$ cat src/verilog/core_pkg.sv
package core_pkg;

    // Architectural register count
    localparam int num_regs = 32;

    // Entries in the issue queue
    localparam int iq_depth_default = 8;

    // Entries in the reorder buffer, one tag each
    localparam int rob_depth_default = 8;

endpackage

$ cat src/verilog/isa_pkg.sv
package isa_pkg;

    localparam int xlen = 32;
    localparam int op_w = 5;
    localparam int reg_w = 5;
    localparam int imm_w = 12;
    localparam int funct_w = 3;  // Low bits of the operation field

    // Field positions, counted from the low end of the word
    localparam int op_lsb = 27;
    localparam int rd_lsb = 22;
    localparam int rs1_lsb = 17;
    localparam int rs2_lsb = 12;
    localparam int imm_lsb = 0;

    // Flag bits inside the operation field
    localparam int imm_bit = 3;  // Immediate replaces rs2
    localparam int nop_bit = 4;  // Reserved codes, all treated as no-op

    // ALU functions
    localparam logic [funct_w-1:0] op_add = 3'd0;
    localparam logic [funct_w-1:0] op_sub = 3'd1;
    localparam logic [funct_w-1:0] op_and = 3'd2;
    localparam logic [funct_w-1:0] op_or = 3'd3;
    localparam logic [funct_w-1:0] op_xor = 3'd4;
    localparam logic [funct_w-1:0] op_sll = 3'd5;
    localparam logic [funct_w-1:0] op_srl = 3'd6;
    localparam logic [funct_w-1:0] op_slt = 3'd7;

    localparam logic [op_w-1:0] op_nop = 5'b11111;

endpackage

$ cat src/verilog/exec_unit.sv
module exec_unit #(
    parameter int ROB_DEPTH = core_pkg::rob_depth_default
) (
    input  logic                          clk,
    input  logic                          rst,
    input  logic                          issue_fire,
    input  logic [isa_pkg::op_w-1:0]      iss_op,
    input  logic [isa_pkg::reg_w-1:0]     iss_rs1,
    input  logic [isa_pkg::reg_w-1:0]     iss_rs2,
    input  logic [isa_pkg::xlen-1:0]      iss_imm,
    input  logic                          iss_has_imm,
    input  logic [$clog2(ROB_DEPTH)-1:0]  iss_tag,
    output logic                          wb_valid,
    output logic [$clog2(ROB_DEPTH)-1:0]  wb_tag,
    output logic [isa_pkg::xlen-1:0]      wb_value,
    input  logic                          rf_we,
    input  logic [isa_pkg::reg_w-1:0]     rf_waddr,
    input  logic [isa_pkg::xlen-1:0]      rf_wdata
);

    localparam int n_regs = 2 ** isa_pkg::reg_w;
    localparam int shamt_w = $clog2(isa_pkg::xlen);

    logic [isa_pkg::xlen-1:0]    rf[n_regs];
    logic [isa_pkg::xlen-1:0]    opa;
    logic [isa_pkg::xlen-1:0]    opb;
    logic [isa_pkg::xlen-1:0]    alu_out;
    logic [isa_pkg::funct_w-1:0] funct;
    logic [shamt_w-1:0]          shamt;

    // Register zero is hardwired
    assign opa = (iss_rs1 == '0) ? '0 : rf[iss_rs1];
    assign opb = iss_has_imm ? iss_imm : ((iss_rs2 == '0) ? '0 : rf[iss_rs2]);
    assign funct = iss_op[isa_pkg::funct_w-1:0];
    assign shamt = opb[shamt_w-1:0];

    always_comb begin
        case (funct)
            isa_pkg::op_add: alu_out = opa + opb;
            isa_pkg::op_sub: alu_out = opa - opb;
            isa_pkg::op_and: alu_out = opa & opb;
            isa_pkg::op_or:  alu_out = opa | opb;
            isa_pkg::op_xor: alu_out = opa ^ opb;
            isa_pkg::op_sll: alu_out = opa << shamt;
            isa_pkg::op_srl: alu_out = opa >> shamt;
            default:         alu_out = {{(isa_pkg::xlen - 1){1'b0}}, $signed(opa) < $signed(opb)};
        endcase
    end

    always_ff @(posedge clk) begin
        if (!rst) begin
            for (int i = 0; i < n_regs; i++) begin
                rf[i] <= '0;
            end
        end else if (rf_we && rf_waddr != '0) begin
            rf[rf_waddr] <= rf_wdata;  // Commit write from the ROB
        end
    end

    always_ff @(posedge clk) begin
        if (!rst) begin
            wb_valid <= 1'b0;
        end else begin
            wb_valid <= issue_fire;
        end
    end

    always_ff @(posedge clk) begin
        if (issue_fire) begin
            wb_tag <= iss_tag;
            wb_value <= alu_out;
        end
    end

endmodule

$ cat src/verilog/instr_decoder.sv
module instr_decoder (
    input  logic [isa_pkg::xlen-1:0]  instr,
    output logic [isa_pkg::op_w-1:0]  op,
    output logic [isa_pkg::reg_w-1:0] rd,
    output logic [isa_pkg::reg_w-1:0] rs1,
    output logic [isa_pkg::reg_w-1:0] rs2,
    output logic [isa_pkg::xlen-1:0]  imm,
    output logic                      has_imm,
    output logic                      is_nop
);

    logic [isa_pkg::imm_w-1:0] imm_field;

    always_comb begin
        op = instr[isa_pkg::op_lsb +: isa_pkg::op_w];
        rd = instr[isa_pkg::rd_lsb +: isa_pkg::reg_w];
        rs1 = instr[isa_pkg::rs1_lsb +: isa_pkg::reg_w];
        rs2 = instr[isa_pkg::rs2_lsb +: isa_pkg::reg_w];
        imm_field = instr[isa_pkg::imm_lsb +: isa_pkg::imm_w];
    end

    // Sign extension of the 12-bit immediate
    assign imm = {{(isa_pkg::xlen - isa_pkg::imm_w){imm_field[isa_pkg::imm_w-1]}}, imm_field};

    assign has_imm = op[isa_pkg::imm_bit];

    // Bit 4 marks the all-ones no-op and every unused high code
    assign is_nop = op[isa_pkg::nop_bit];

endmodule

$ cat src/verilog/issue_backend.sv
module issue_backend #(
    parameter int IQ_DEPTH = core_pkg::iq_depth_default,
    parameter int ROB_DEPTH = core_pkg::rob_depth_default
) (
    input  logic                      clk,
    input  logic                      rst,
    input  logic                      instr_valid,
    output logic                      instr_ready,
    input  logic [isa_pkg::xlen-1:0]  instr,
    output logic                      commit_valid,
    input  logic                      commit_ready,
    output logic [isa_pkg::reg_w-1:0] commit_rd,
    output logic [isa_pkg::xlen-1:0]  commit_value
);

    localparam int tag_w = $clog2(ROB_DEPTH);

    // Decoded word
    logic [isa_pkg::op_w-1:0]  dec_op;
    logic [isa_pkg::reg_w-1:0] dec_rd, dec_rs1, dec_rs2;
    logic [isa_pkg::xlen-1:0]  dec_imm;
    logic                      dec_has_imm;
    logic                      dec_is_nop;

    // Queue head and hazard handshake
    logic [isa_pkg::reg_w-1:0] head_rs1, head_rs2;
    logic                      head_uses_rs2;
    logic                      src_busy;
    logic                      rob_full;
    logic                      issue_fire;
    logic [isa_pkg::op_w-1:0]  iss_op;
    logic [isa_pkg::reg_w-1:0] iss_rs1, iss_rs2, iss_rd;
    logic [isa_pkg::xlen-1:0]  iss_imm;
    logic                      iss_has_imm;
    logic [tag_w-1:0]          alloc_tag;

    // Writeback and commit write
    logic                      wb_valid;
    logic [tag_w-1:0]          wb_tag;
    logic [isa_pkg::xlen-1:0]  wb_value;
    logic                      rf_we;
    logic [isa_pkg::reg_w-1:0] rf_waddr;
    logic [isa_pkg::xlen-1:0]  rf_wdata;

    instr_decoder u_instr_decoder (
        .instr   (instr),
        .op      (dec_op),
        .rd      (dec_rd),
        .rs1     (dec_rs1),
        .rs2     (dec_rs2),
        .imm     (dec_imm),
        .has_imm (dec_has_imm),
        .is_nop  (dec_is_nop)
    );

    issue_queue #(
        .DEPTH (IQ_DEPTH)
    ) u_issue_queue (
        .clk           (clk),
        .rst           (rst),
        .in_valid      (instr_valid),
        .in_ready      (instr_ready),
        .in_op         (dec_op),
        .in_rs1        (dec_rs1),
        .in_rs2        (dec_rs2),
        .in_rd         (dec_rd),
        .in_imm        (dec_imm),
        .in_has_imm    (dec_has_imm),
        .in_is_nop     (dec_is_nop),
        .head_rs1      (head_rs1),
        .head_rs2      (head_rs2),
        .head_uses_rs2 (head_uses_rs2),
        .rob_full      (rob_full),
        .src_busy      (src_busy),
        .issue_fire    (issue_fire),
        .iss_op        (iss_op),
        .iss_rs1       (iss_rs1),
        .iss_rs2       (iss_rs2),
        .iss_rd        (iss_rd),
        .iss_imm       (iss_imm),
        .iss_has_imm   (iss_has_imm)
    );

    exec_unit #(
        .ROB_DEPTH (ROB_DEPTH)
    ) u_exec_unit (
        .clk         (clk),
        .rst         (rst),
        .issue_fire  (issue_fire),
        .iss_op      (iss_op),
        .iss_rs1     (iss_rs1),
        .iss_rs2     (iss_rs2),
        .iss_imm     (iss_imm),
        .iss_has_imm (iss_has_imm),
        .iss_tag     (alloc_tag),
        .wb_valid    (wb_valid),
        .wb_tag      (wb_tag),
        .wb_value    (wb_value),
        .rf_we       (rf_we),
        .rf_waddr    (rf_waddr),
        .rf_wdata    (rf_wdata)
    );

    reorder_buffer #(
        .DEPTH (ROB_DEPTH)
    ) u_reorder_buffer (
        .clk           (clk),
        .rst           (rst),
        .issue_fire    (issue_fire),
        .iss_rd        (iss_rd),
        .alloc_tag     (alloc_tag),
        .head_rs1      (head_rs1),
        .head_rs2      (head_rs2),
        .head_uses_rs2 (head_uses_rs2),
        .src_busy      (src_busy),
        .rob_full      (rob_full),
        .wb_valid      (wb_valid),
        .wb_tag        (wb_tag),
        .wb_value      (wb_value),
        .commit_valid  (commit_valid),
        .commit_ready  (commit_ready),
        .commit_rd     (commit_rd),
        .commit_value  (commit_value),
        .rf_we         (rf_we),
        .rf_waddr      (rf_waddr),
        .rf_wdata      (rf_wdata)
    );

endmodule

$ cat src/verilog/issue_queue.sv
module issue_queue #(
    parameter int DEPTH = core_pkg::iq_depth_default
) (
    input  logic                      clk,
    input  logic                      rst,
    input  logic                      in_valid,
    output logic                      in_ready,
    input  logic [isa_pkg::op_w-1:0]  in_op,
    input  logic [isa_pkg::reg_w-1:0] in_rs1,
    input  logic [isa_pkg::reg_w-1:0] in_rs2,
    input  logic [isa_pkg::reg_w-1:0] in_rd,
    input  logic [isa_pkg::xlen-1:0]  in_imm,
    input  logic                      in_has_imm,
    input  logic                      in_is_nop,
    output logic [isa_pkg::reg_w-1:0] head_rs1,
    output logic [isa_pkg::reg_w-1:0] head_rs2,
    output logic                      head_uses_rs2,
    input  logic                      rob_full,
    input  logic                      src_busy,
    output logic                      issue_fire,
    output logic [isa_pkg::op_w-1:0]  iss_op,
    output logic [isa_pkg::reg_w-1:0] iss_rs1,
    output logic [isa_pkg::reg_w-1:0] iss_rs2,
    output logic [isa_pkg::reg_w-1:0] iss_rd,
    output logic [isa_pkg::xlen-1:0]  iss_imm,
    output logic                      iss_has_imm
);

    localparam int ptr_w = $clog2(DEPTH);
    localparam int cnt_w = $clog2(DEPTH + 1);

    logic [isa_pkg::op_w-1:0]  op_q[DEPTH];
    logic [isa_pkg::reg_w-1:0] rs1_q[DEPTH];
    logic [isa_pkg::reg_w-1:0] rs2_q[DEPTH];
    logic [isa_pkg::reg_w-1:0] rd_q[DEPTH];
    logic [isa_pkg::xlen-1:0]  imm_q[DEPTH];
    logic                      has_imm_q[DEPTH];
    logic [ptr_w-1:0]          head;
    logic [ptr_w-1:0]          tail;
    logic [cnt_w-1:0]          count;
    logic                      push;

    assign in_ready = (count < DEPTH);  // Issue in the same cycle frees nothing yet
    assign push = in_valid && in_ready && !in_is_nop;
    assign issue_fire = (count != '0) && !rob_full && !src_busy;

    // Head entry, seen both by the hazard check and the execute unit
    assign head_rs1 = rs1_q[head];
    assign head_rs2 = rs2_q[head];
    assign head_uses_rs2 = !has_imm_q[head];
    assign iss_op = op_q[head];
    assign iss_rs1 = rs1_q[head];
    assign iss_rs2 = rs2_q[head];
    assign iss_rd = rd_q[head];
    assign iss_imm = imm_q[head];
    assign iss_has_imm = has_imm_q[head];

    always_ff @(posedge clk) begin
        if (push) begin
            op_q[tail] <= in_op;
            rs1_q[tail] <= in_rs1;
            rs2_q[tail] <= in_rs2;
            rd_q[tail] <= in_rd;
            imm_q[tail] <= in_imm;
            has_imm_q[tail] <= in_has_imm;
        end
    end

    always_ff @(posedge clk) begin
        if (!rst) begin
            head <= '0;
            tail <= '0;
            count <= '0;
        end else begin
            if (push) begin
                tail <= (tail == ptr_w'(DEPTH - 1)) ? '0 : tail + 1'b1;
            end
            if (issue_fire) begin
                head <= (head == ptr_w'(DEPTH - 1)) ? '0 : head + 1'b1;
            end
            case ({push, issue_fire})
                2'b10: count <= count + 1'b1;
                2'b01: count <= count - 1'b1;
                default: count <= count;
            endcase
        end
    end

endmodule

$ cat src/verilog/reorder_buffer.sv
module reorder_buffer #(
    parameter int DEPTH = core_pkg::rob_depth_default
) (
    input  logic                      clk,
    input  logic                      rst,
    input  logic                      issue_fire,
    input  logic [isa_pkg::reg_w-1:0] iss_rd,
    output logic [$clog2(DEPTH)-1:0]  alloc_tag,
    input  logic [isa_pkg::reg_w-1:0] head_rs1,
    input  logic [isa_pkg::reg_w-1:0] head_rs2,
    input  logic                      head_uses_rs2,
    output logic                      src_busy,
    output logic                      rob_full,
    input  logic                      wb_valid,
    input  logic [$clog2(DEPTH)-1:0]  wb_tag,
    input  logic [isa_pkg::xlen-1:0]  wb_value,
    output logic                      commit_valid,
    input  logic                      commit_ready,
    output logic [isa_pkg::reg_w-1:0] commit_rd,
    output logic [isa_pkg::xlen-1:0]  commit_value,
    output logic                      rf_we,
    output logic [isa_pkg::reg_w-1:0] rf_waddr,
    output logic [isa_pkg::xlen-1:0]  rf_wdata
);

    localparam int tag_w = $clog2(DEPTH);
    localparam int cnt_w = $clog2(DEPTH + 1);

    logic [isa_pkg::reg_w-1:0] rd_r[DEPTH];
    logic [isa_pkg::xlen-1:0]  val_r[DEPTH];
    logic                      valid_r[DEPTH];
    logic                      done_r[DEPTH];
    logic [tag_w-1:0]          head;
    logic [tag_w-1:0]          tail;
    logic [cnt_w-1:0]          count;
    logic                      commit;

    assign alloc_tag = tail;
    assign rob_full = (count == DEPTH);

    // Any in-flight writer of a source register holds the queue head
    always_comb begin
        src_busy = 1'b0;
        for (int i = 0; i < DEPTH; i++) begin
            if (valid_r[i] && rd_r[i] != '0) begin
                if (rd_r[i] == head_rs1 || (head_uses_rs2 && rd_r[i] == head_rs2)) begin
                    src_busy = 1'b1;
                end
            end
        end
    end

    assign commit_valid = valid_r[head] && done_r[head];
    assign commit_rd = rd_r[head];
    assign commit_value = val_r[head];
    assign commit = commit_valid && commit_ready;

    assign rf_we = commit && (commit_rd != '0);
    assign rf_waddr = commit_rd;
    assign rf_wdata = commit_value;

    always_ff @(posedge clk) begin
        if (issue_fire) begin
            rd_r[tail] <= iss_rd;
        end
        if (wb_valid) begin
            val_r[wb_tag] <= wb_value;
        end
    end

    always_ff @(posedge clk) begin
        if (!rst) begin
            for (int i = 0; i < DEPTH; i++) begin
                valid_r[i] <= 1'b0;
                done_r[i] <= 1'b0;
            end
            head <= '0;
            tail <= '0;
            count <= '0;
        end else begin
            if (wb_valid) begin
                done_r[wb_tag] <= 1'b1;
            end
            // Issue is held off while full, so tail never meets a retiring head
            if (issue_fire) begin
                valid_r[tail] <= 1'b1;
                done_r[tail] <= 1'b0;
                tail <= (tail == tag_w'(DEPTH - 1)) ? '0 : tail + 1'b1;
            end
            if (commit) begin
                valid_r[head] <= 1'b0;
                done_r[head] <= 1'b0;
                head <= (head == tag_w'(DEPTH - 1)) ? '0 : head + 1'b1;
            end
            case ({issue_fire, commit})
                2'b10: count <= count + 1'b1;
                2'b01: count <= count - 1'b1;
                default: count <= count;
            endcase
        end
    end

endmodule
$ cat config.mk
export PLATFORM = sky130hd
export DESIGN_NAME = issue_backend
export DESIGN_NICKNAME = d
export VERILOG_FILES = /design/src/verilog/core_pkg.sv /design/src/verilog/isa_pkg.sv /design/src/verilog/exec_unit.sv /design/src/verilog/instr_decoder.sv /design/src/verilog/issue_backend.sv /design/src/verilog/issue_queue.sv /design/src/verilog/reorder_buffer.sv
export SDC_FILE = /design/constraint.sdc
export NUM_CORES = 2
export LEC_CHECK = 0
export BUFFER_PORTS_ARGS = -buffer_cell sky130_fd_sc_hd__buf_2
export CORE_MARGIN = 10
export CORE_UTILIZATION = 55
export DETAILED_ROUTE_END_ITERATION = 7
export GPL_TIMING_DRIVEN = 0
export PLACE_DENSITY = 0.71
export SYNTH_ARGS = -nofsm -noshare
export SYNTH_HDL_FRONTEND = slang
export SYNTH_HIERARCHICAL = 1
export SYNTH_SLANG_ARGS = --single-unit
$ cat constraint.sdc
create_clock -name clk -period 8.1 [get_ports clk]
set_input_delay 0 -clock clk [delete_from_list [all_inputs] [get_ports clk]]
set_output_delay 0 -clock clk [all_outputs]
set_load 0.02 [all_outputs]
==> qor.csv <==
metric,value,unit
Mean Syn Cell Area,13.94,sq um
most frequent cells in the layout,"1763 x edfxtp_1, 1008 x and2_1, 469 x mux4_2, 358 x mux2i_1, 336 x clkbuf_1",
flop2flop setup slack,-350,ps
Num CTS Buffers,185,
total gr overflow,0,
vias in the first global route,68060,
WL per Instance,44.17,microns
arrival time worst endpoint,9000,ps
synthesized area,95910,sq um
FF/Latch Area,53810,sq um
fmax,118.3,MHz
status,"finished, violations left",
R2R Path End,u_exec_unit/wb_value[27],
P&R area growth vs syn,14.97,%
GRT Total Usage,44.47,%
CTS Sinks,1806,
multi-input logic area,39570,sq um
filler cell count,12840,
register clock-pin slew on the reported worst setup and hold paths,60,ps
WP data required,8650,ps
DR iter-0 viols,12370,
initial core utilization,55.24,%
die width,437.6,microns
Hold Crit Start,instr[5],
I/O pins,75,
Hold EP,u_issue_queue/imm_q[7][5],
failing checks,"max-capacitance violations, max-slew violations, negative setup slack",
nets,7491,
crit-path max cell delay,1160,ps
die area,191500,sq um
DRT Pass-1 Iters,8,
CTS Buffer Depth,3,
dpl ws,-4109,ps
Worst Tran Pin Value,1598,ps
worst hold path type,in2reg,
Synth warnings,6,
largest net degree at the start of global routing,32,
"commonest non-fill, non-tap cell in the layout",edfxtp_1,
Setup WS post-layout,-349.9,ps
Setup CP Type,reg2reg,
"Max FO, Critical Path",10,
worst-path cell chain,buf_12 -> buf_12 -> buf_12 -> mux4_2 -> mux2_2 -> buf_4 -> clkbuf_1 -> nor2_1 -> nor2_2 -> clkbuf_1 -> o21ai_2 -> nand2_2 -> ha_2 -> or4_1 -> nand2b_1 -> a211o_1 -> a211oi_2 -> nor2_1 -> o311ai_4 -> o21ai_0 -> mux2i_4 -> nand4_1,
CORE AREA,173600,sq um
vias after detailed routing,71480,
drt drc,0,
max-capacitance violation count,7,
clock skew,58.70,ps
CP Launch Type,register,
layout cells sized above 1,23.40,%
hpwl dp,311.1,mm
Placer Congestion,1.073,
Root Buffer,clkbuf_16,
Port Buf Inserts,42,
"most used cell, CP",buf_12,
cells after synthesis,6882,
min Tclk post-route,8450,ps
Cell Rows,153,
Fin. Hold Viols,0,
slew margin rel.,-6.550,%
"slowest stage cell, crit path",clkbuf_1,
CP endpoint kind,register,
global-route wire length before repair,578.5,mm
ANT nets after route,0,
WHS Path Cells,2,
Via density,7.251,
R2R depth,22,
setup violators final,19,
fin crit share,104.3,%
clock latency at the later pin of the worst-skew pair,900,ps
CTS H-tree lvls,4,
initial antenna violation count,43,
"Slew Viols, Final",35,
TritonCTS clock tree,built,
drt total wl,435.4,mm
die height,437.6,microns
[worst max path at each step]
| stage | endpoint | slack (ps) | depth (start not counted) |
|---|---|---|---|
| final | u_exec_unit/wb_value[27] | -350 | 22 |
| after global routing | u_exec_unit/wb_value[29] | -5 | 26 |
| after CTS | u_exec_unit/wb_value[27] | 10 | 27 |
| after detailed placement | u_exec_unit/wb_value[27] | -4110 | 29 |
| after global placement | u_exec_unit/wb_value[27] | -4170 | 29 |
| after floorplan | u_exec_unit/wb_value[29] | 1100 | 29 |
[flip-flops by register name, indices dropped and copies added, names as in the netlist, 32 cells and up, named ones only]
| name | count |
|---|---|
| u_issue_queue/rs1_q | 40 |
| u_exec_unit/rf | 1024 |
| u_exec_unit/wb_value | 32 |
| u_reorder_buffer/val_r | 256 |
| u_reorder_buffer/rd_r | 40 |
| u_issue_queue/imm_q | 256 |
| u_issue_queue/rs2_q | 40 |
| u_issue_queue/rd_q | 40 |
[repair_timing]
| action | CTS | global route |
|---|---|---|
| resized for setup | 433 | 110 |
| hold buffers | 67 | 0 |
| buffers inserted | 24 | 17 |
| setup endpoints to repair | 32 | 21 |
| pin swaps | 36 | 26 |
| hold endpoints to repair | 444 | 0 |
| cloned | 0 | 1 |
[cell type report]
| class | count | area share [%] |
|---|---|---|
| clock buffer | 231 | 4.421 |
| timing repair buffer | 263 | 2.844 |
| tap | 2325 | 2.638 |
| sequential | 1806 | 48.80 |
| antenna | 38 | 0.08624 |
| inverter | 114 | 0.4006 |
| buffer | 673 | 3.883 |
| clock inverter | 111 | 1.042 |
| multi-input combinational | 4297 | 35.89 |
[metrics by stage]
step | setup TNS (ps) | std cells | area, sq um | utilization, % | hold slack [ps]
2_1_floorplan | 0 | 6913 | 96030 | - | 121.7
3_3_place_gp | -1658540 | 9280 | 99150 | 57.10 | 228.3
3_5_place_dp | -83580 | 9392 | 101500 | 58.43 | 230.7
4_1_cts | 0 | 9808 | 109700 | 63.18 | 27.03
5_1_grt | -5.830 | 9823 | 110200 | 63.45 | 76.69
6_report | -3132 | 9858 | 110300 | 63.51 | 91.87
[worst max-delay path, delay by kind of cell (launching register included)]
family,cells,cell delay (ps)
buffers and inverters,6,2540
and+or+nand+nor,7,2430
AOI/OAI and AO/OA,5,1480
muxes,3,940
adders and majority gates,1,370
DFF,1,330
[routing by layer]
layer,up-vias,routed length (microns),track usage (%)
li1,27350,-,-
met5,-,296,0.8816
met1,35820,136800,50.03
met4,22,49760,38.68
met2,6426,187600,65.06
met3,1869,60890,18.38
Power is left out: the tool's default activity adds up to more than one toggle a clock period on the data nets, which glitch-free logic cannot reach.
